## src/logic/cache_geom_pkg.sv

```systemverilog
// address and line geometry shared by the instruction cache RTL; import where widths are needed
package cache_geom_pkg;

    localparam int WORD_BITS       = 32;
    localparam int LINE_BITS       = 512;
    localparam int TAG_BITS        = 20;
    localparam int INDEX_BITS      = 6;
    localparam int OFFSET_BITS     = 4;
    localparam int L1_SETS         = 64;
    localparam int VICTIM_ENTRIES  = 4;
    localparam int VICTIM_PTR_BITS = 2;

    typedef logic [LINE_BITS-1:0]             line_t;
    typedef logic [TAG_BITS-1:0]              tag_t;
    typedef logic [INDEX_BITS-1:0]            index_t;
    typedef logic [TAG_BITS+INDEX_BITS-1:0]   line_addr_t;
    typedef logic [OFFSET_BITS-1:0]           word_off_t;
    typedef logic [31:0]                      fetch_addr_t;
    typedef logic [WORD_BITS-1:0]             word_t;

    // byte address is tag | index | word offset | 2 byte bits
    function automatic tag_t addr_tag(input fetch_addr_t a);
        return a[31 -: TAG_BITS];
    endfunction

    function automatic index_t addr_index(input fetch_addr_t a);
        return a[2+OFFSET_BITS +: INDEX_BITS];
    endfunction

    function automatic word_off_t addr_word(input fetch_addr_t a);
        return a[2 +: OFFSET_BITS];
    endfunction

endpackage

```

## src/logic/fetch_types_pkg.sv

```systemverilog
// transaction structs and the miss FSM states passed between fetch, memory and cache blocks
package fetch_types_pkg;

    // where a returned word came from
    typedef enum logic [1:0] {
        src_l1,
        src_victim,
        src_mem
    } src_t;

    typedef struct packed {
        cache_geom_pkg::fetch_addr_t addr;
    } fetch_req_t;

    typedef struct packed {
        cache_geom_pkg::word_t word;
        src_t                  src;
    } fetch_rsp_t;

    typedef struct packed {
        cache_geom_pkg::line_addr_t line_addr;
    } mem_req_t;

    typedef struct packed {
        cache_geom_pkg::line_t line;
    } mem_rsp_t;

    // line displaced from the L1
    typedef struct packed {
        cache_geom_pkg::line_addr_t line_addr;
        cache_geom_pkg::line_t      line;
    } victim_wr_t;

    typedef struct packed {
        cache_geom_pkg::index_t index;
        cache_geom_pkg::tag_t   tag;
        cache_geom_pkg::line_t  line;
    } l1_fill_t;

    typedef enum logic [2:0] {
        st_idle,
        st_lookup,
        st_mem_wait,
        st_fill,
        st_respond
    } miss_state_t;

endpackage

```

## src/logic/victim_icache.sv

```systemverilog
// fully associative victim buffer that stores evicted L1 lines and writes on a rising we edge
`timescale 1ns/100ps

module victim_icache (
    input  logic                          clk,
    input  logic                          rstn,
    input  cache_geom_pkg::line_addr_t    r_tag,
    input  logic                          we,
    input  fetch_types_pkg::victim_wr_t   wr,
    output logic                          victim_hit,
    output cache_geom_pkg::line_t         data_out
);
    import cache_geom_pkg::*;

    line_addr_t                  tag_mem  [VICTIM_ENTRIES];
    line_t                       data_mem [VICTIM_ENTRIES];
    logic [VICTIM_ENTRIES-1:0]   valid_q;
    logic [VICTIM_ENTRIES-1:0]   hit;
    logic [VICTIM_PTR_BITS-1:0]  hit_index;
    logic [VICTIM_PTR_BITS-1:0]  counter;
    logic                        we_now;
    logic                        we_pre;
    logic                        counter_we;

    // compare against every entry at once
    always_comb begin
        for (int i = 0; i < VICTIM_ENTRIES; i++) begin
            hit[i] = valid_q[i] && (tag_mem[i] == r_tag);
        end
    end

    // lowest numbered match wins
    always_comb begin
        hit_index = '0;
        for (int i = VICTIM_ENTRIES - 1; i >= 0; i--) begin
            if (hit[i]) begin
                hit_index = VICTIM_PTR_BITS'(i);
            end
        end
    end

    assign victim_hit = |hit;
    assign data_out   = victim_hit ? data_mem[hit_index] : '0;

    // two stage history of we so the write fires one cycle after the rise
    always_ff @(posedge clk) begin
        if (!rstn) begin
            we_now <= 1'b0;
            we_pre <= 1'b0;
        end else begin
            we_now <= we;
            we_pre <= we_now;
        end
    end

    assign counter_we = we_now && !we_pre;

    // the wrapping counter replaces the oldest entry first
    always_ff @(posedge clk) begin
        if (!rstn) begin
            counter <= '0;
            valid_q <= '0;
        end else if (counter_we) begin
            counter          <= counter + 1'b1;
            valid_q[counter] <= 1'b1;
        end
    end

    always_ff @(posedge clk) begin
        if (counter_we) begin
            tag_mem[counter]  <= wr.line_addr;
            data_mem[counter] <= wr.line;
        end
    end

    // a held we would merge two evictions into one write
    we_single_cycle: assert property (
        @(posedge clk) disable iff (!rstn)
        we |=> !we
    );

endmodule

```

## config.mk

```make
export PLATFORM = sky130hd
export DESIGN_NAME = victim_icache
export DESIGN_NICKNAME = d
export VERILOG_FILES = /design/src/logic/cache_geom_pkg.sv /design/src/logic/fetch_types_pkg.sv /design/src/logic/victim_icache.sv
export SDC_FILE = /design/constraint.sdc
export NUM_CORES = 2
export LEC_CHECK = 0
export CAP_MARGIN = 20
export CORE_UTILIZATION = 44
export DETAILED_ROUTE_END_ITERATION = 10
export DONT_BUFFER_PORTS = 1
export GPL_TIMING_DRIVEN = 0
export PLACE_DENSITY = 0.64
export SLEW_MARGIN = 0
export SYNTH_ARGS = -nofsm -noshare
export SYNTH_HDL_FRONTEND = slang
export SYNTH_SLANG_ARGS = --single-unit
```

## constraint.sdc

```tcl
create_clock -name clk -period 16.1 [get_ports clk]
set_input_delay 1.61 -clock clk [delete_from_list [all_inputs] [get_ports clk]]
set_output_delay 1.61 -clock clk [all_outputs]
set_load 0.02 [all_outputs]
```

[Word level (Yosys, flattened, before mapping)]
Memory sizes are Yosys's and may differ from the RTL's.
Index checks and enable logic that the tools add are counted.
W data, S select, Z words.
Storage, ports and cells
  RAM bits: 2152
  memories kept: 2
  input port bits: 567
  logic and storage cells: 31
  output and inout port bits: 513
  register bits after elaboration: 8
Memory list
  data_mem: depth 4, width 512, rd ports 1, clocked after Yosys merged registers in 0, wr ports 1, line victim_icache.sv:16  | line_t data_mem [VICTIM_ENTRIES];
  tag_mem: depth 4, width 26, rd ports 4, clocked after Yosys merged registers in 0, wr ports 1, line victim_icache.sv:15  | line_addr_t tag_mem [VICTIM_ENTRIES];
Cells by class
  $add $sub $neg: 1
  reduce and logical (&&, ||, !) cells: 8
  magnitude comparators: 2
  eq/ne operators: 4
  bitwise gates (word level): 1
  mux-type cells: 9
Operator list (count)
  $mux W512: 1
  $eq A26 B26 Y1: 4
  $mux W2: 4
  $logic_and A1 B1 Y1: 6
  $or A4 B4 Y4: 1
  $reduce_or A4 Y1: 1
  $lt A2 B3 Y1 const B: 1
  $mux W1: 3
  $add A2 B1 Y2 const B: 1
  $demux W1 S2: 1
  $ge A2 B1 Y1 const B: 1
  $logic_not A1 Y1: 1

[Depth between registers and ports, before layout]
An unclocked memory read counts as a cell.
  depth after elaboration: 8
  depth in mapped cells: 12
  gate-level depth less buffers: 7

[Least setup slack after synthesis]
Ideal clock, no wire load.
  path type: register to register
  from: register we_now
  to: memory data_mem[0][0] (netlist name), enable pin
  required time: 15126 ps
  clock period less this slack: 13767 ps
  path slack: 2333 ps
  arrival time: 12793 ps
  library setup time: 974 ps
  stages on the path, launching flop included: 3
  buffers on the path: 0
  cell sequence: dfxtp_1 -> nor2b_1 -> and2_1
On the way
  longest elaborated chain between the ends: 3
Ends and longest elaborated chain
  start: declaration: line victim_icache.sv:21  | logic we_now;
  start signal: assignment: line victim_icache.sv:51  | we_now <= we;
  $logic_and A1 B1 Y1: line victim_icache.sv:56  | assign counter_we = we_now && !we_pre;
  $mux W1: line victim_icache.sv:70  | if (counter_we) begin
  $mux W1 (implied by the code): line victim_icache.sv:72  | data_mem[counter] <= wr.line;
  end: declaration: line victim_icache.sv:16
Every way passes these cells.

[Worst setup path in the final report]
  from: input port r_tag[6]
  to: output port data_out[90]
On the way
  longest elaborated chain between the ends: 8
  elaborated cells between the ends (all ways): 15
  those cells by class: 4 x eq/ne; 5 x mux; 5 x reduce/logical; 1 x memory
Ends and longest elaborated chain
  start: declaration: line victim_icache.sv:7  | input cache_geom_pkg::line_addr_t r_tag,
  $eq A26 B26 Y1: line victim_icache.sv:28  | hit[i] = valid_q[i] && (tag_mem[i] == r_tag);
  $logic_and A1 B1 Y1: line victim_icache.sv:28
  $mux W2 (4 in a row): line victim_icache.sv:36  | if (hit[i]) begin
  $mem_v2 Z4 W512
  $mux W512 *: line victim_icache.sv:43  | assign data_out = victim_hit ? data_mem[hit_index] : '0;
  end: declaration: line victim_icache.sv:11  | output cache_geom_pkg::line_t data_out
Mark *: on every way between the ends. The rest lies on a longest branch, timed or not.

==> impl_results.md <==
- DR iter-0 viols: 2,724
- Sw Pwr: 2.197 mW
- Pre-antenna DRT Iters: 5
- ANT nets after route: 0
- Crit-path slowest cell: clkbuf_1
- Max Clock Freq: 0.1422 GHz
- Crit path cell chain: clkbuf_1 -> xnor2_1 -> nand4_1 -> nor4_1 -> nand2_1 -> a21oi_4 -> buf_16 -> clkbuf_1 -> clkbuf_1 -> o22ai_1
- Commonest non-fill, non-tap cells in the layout: 2,152 x edfxtp_1, 1,024 x mux2i_1, 510 x o22ai_1, 212 x clkbuf_16, 171 x clkbuf_1
- Max incr delay on CP: ~740 ps
- CP required: 14,490 ps
- Syn Std Cell Area: 81,140 um^2
- Root Buffer: clkbuf_16
- Synthesized instance count: slightly above 4k
- Die ar.: between 150,000 and 200,000 um^2
- Worst vdd ir: roughly 0.11 mV
- CP Capture Type: output pin
- Starting Density: 44.32%
- Post-cts resize count: 0
- Run status: finished clean
- Die width: ~430 um
- Switching Fraction: 19.57%
- Worst Skew: 55.11 ps
- Wirelength, routed: 204,200 um
- FP Rows: 157
- Area delta synth->final: 13.73%
- Antenna violations before repair: 5
- Core area: 183,100 um^2
- Startpoint types: input pin
- Reg power frac: between 50% and 60%
- Post-synth EDFFs: 2,152
- Postcts setup bufs: 0
- Routed via count: 38.91k
- DRC errors left: 0
- Clk slew on worst S/H paths: 60 ps
- DR WL/cell: 29.15 um
- CTS Buf Count: around 210
- Total number of yosys warnings: 0
- Syn nets: roughly 4.7k
- Hold EP: we_pre
- Worst reg2reg path depth: 7
- R2R Path End: data_mem[3][450]
- Synthesis-stage register bit count: roughly 2.2k
- Final setup violation count: 0
- Rel. slew slack: between 20% and 30%
- RSZ-0062 raised after global routing: false
- CP dominant cell by count: clkbuf_1
- RePlAce Congestion: 0.8070
- Type of the most critical hold path: flip-flop to flip-flop
- Io pins: 1,080
- Via density: 5.553
- Hold Startpoint: we_now
- CP arrival: 5420 ps
- Distinct cells, synth: 30
- Max Cap Viol: 0
- Asr flop ratio synth: 0%
- PortBufs: 0
- Placed cell area: 85,560 um^2
- Minimum clock period: approximately 7000 ps
- Skew-Pair Late Insertion Delay: 870 ps
- Crit path kind: input pin to output pin
- Setup_tns: 0 ps
- Nets: just under 5k
- Static leakage: approximately 27 nW
- Slew Viols, Final: 0
- Combinational power share: 1.4%
- Vias in the first global route: 38.64k
- Hold Path Stages: 1
- Cell Pwr Density: about 120 nW/um^2
- Hold_buf cts: 0
- Final period util: between 40% and 50%
- First-pass GRT wire length: 284,000 um
- Avg Cell Area, Syn: 19.80 um^2
- Most common cell after layout, fill and taps aside: edfxtp_1
- Top cells by area, synth: edfxtp_1 80%, mux2i_1 13%, o22ai_1 3.9%
- GRT Resource Usage Total: 21.28%
- CTS sink cnt: 2,160
- Worst reg2reg startpoint: we_now
- Chip height: 431.4 um
- Max Root-Sink Buffers: 3
- Share of cells above drive strength 1: 10.15%
- H-tree depth: 4
- Internal power: 9.032 mW
- Fin. Hold Viols: 0
- Clk pwr share: 42.2%
- CTS tree: built
- Prevailing post-synth register cell: edfxtp_1
- Hpwl dp: 140,400 um
- Seq/Total Area, Yosys: 79.84%
- Finished Cell Area: 92,280 um^2
- Post-layout util: 50.41%
- Max FO, Critical Path: 10
- Area share of the largest cell type after synthesis: 79.64%
- Largest area contributor in the netlist: edfxtp_1
- Total gr overflow: 0
- R2R Setup Slk: 12,480 ps
- Pin count of the biggest net entering global routing: 57
- Slew of the pin with the lowest slew margin: approximately 1100 ps
==> routing by layer <==
layer	track usage [%]	wire length, um	vias up	part of all wire [%]
met5	0	0	-	0
met1	23.18	71680	19910	35
met3	9.585	22280	313	11
met2	35.93	102200	1455	50
li1	-	-	17230	-
met4	8.627	8041	0	3.9
==> power by group through the flow <==
stage | clock network [mW] | registers [mW] | logic, mW
after global routing | 5.04 | 6.34 | 0.171
final | 4.74 | 6.33 | 0.157
after global placement | 0 | 6.58 | 0.138
after floorplan | 0 | 6.52 | 0.0988
after CTS | 4.83 | 6.33 | 0.160
after detailed placement | 0 | 6.45 | 0.159
==> how the worst max path moves through the flow <==
stage / slack (ps) / from / end
after global routing: 8740 / r_tag[6] / data_out[90]
after CTS: 8830 / r_tag[6] / data_out[90]
after floorplan: 2330 / we_now / data_mem[0][0]
after global placement: -8150 / we_now / data_mem[3][468]
final: 9070 / r_tag[6] / data_out[90]
after detailed placement: 8830 / r_tag[6] / data_out[90]
==> synth_stat cells (all sizes together), types with 7 or more instances <==
cell type  count
and2           7
buf          118
clkbuf       114
dfxtp          8
edfxtp      2152
mux2i       1024
nand4         22
nor4          10
o22ai        512
xnor2         72
xor2          33
==> cell families (layout without fill, tap and decap cells) <==
family                     after synthesis  after routing  share of synthesized area, %
AOI/OAI and AO/OA                      520            520                         4.021
xor gates and xnor gates               105            105                         1.133
adders and majority gates                4              4                       0.06168
buffers and inverters                  234            670                         1.926
DFF                                   2160           2160                         79.84
muxes                                 1024           1024                         12.63
other                                    0              8                             0
and+or+nand+nor                         51             51                        0.3901
==> stage by stage <==
step | hold WS, ps | setup slack [ps] | power (mW) | instances
global placement | 431.4 | -8148 | 6.715 | 6562
global route | 495.4 | 8742 | 11.55 | 7006
finish | 457.0 | 9067 | 11.23 | 7006
CTS | 464.8 | 8826 | 11.32 | 6998
detailed placement | 439.3 | 8832 | 6.611 | 6612
floorplan | 421.4 | 2333 | 6.615 | 4098
==> registers in the layout, summed over array words and instances, names as in the netlist <==
signal,count
counter,2
data_mem,2048
tag_mem,104
valid_q,4
we_now,1
we_pre,1
==> worst max-delay path: cells and delay by family <==
family | cells | cell delay [ps]
buffers and inverters | 4 | 1860
AO/OA/AOI/OAI | 2 | 910
XOR/XNOR | 1 | 180
AND/OR/NAND/NOR | 3 | 840
==> area by class of cell <==
| type | count | area (um^2) |
|---|---|---|
| Clock buffer | 272 | 5540 |
| Clock inverter | 114 | 1165 |
| Inverter | 2 | 7.507 |
| Multi-Input combinational cell | 1704 | 14830 |
| Tap cell | 2464 | 3083 |
| Fill cell | 14680 | 90800 |
| Timing Repair Buffer | 50 | 1299 |
| Buffer | 232 | 1555 |
| Antenna cell | 8 | 20.02 |
| Sequential cell | 2160 | 64780 |
No activity file was read; power rests on OpenSTA's default activity.
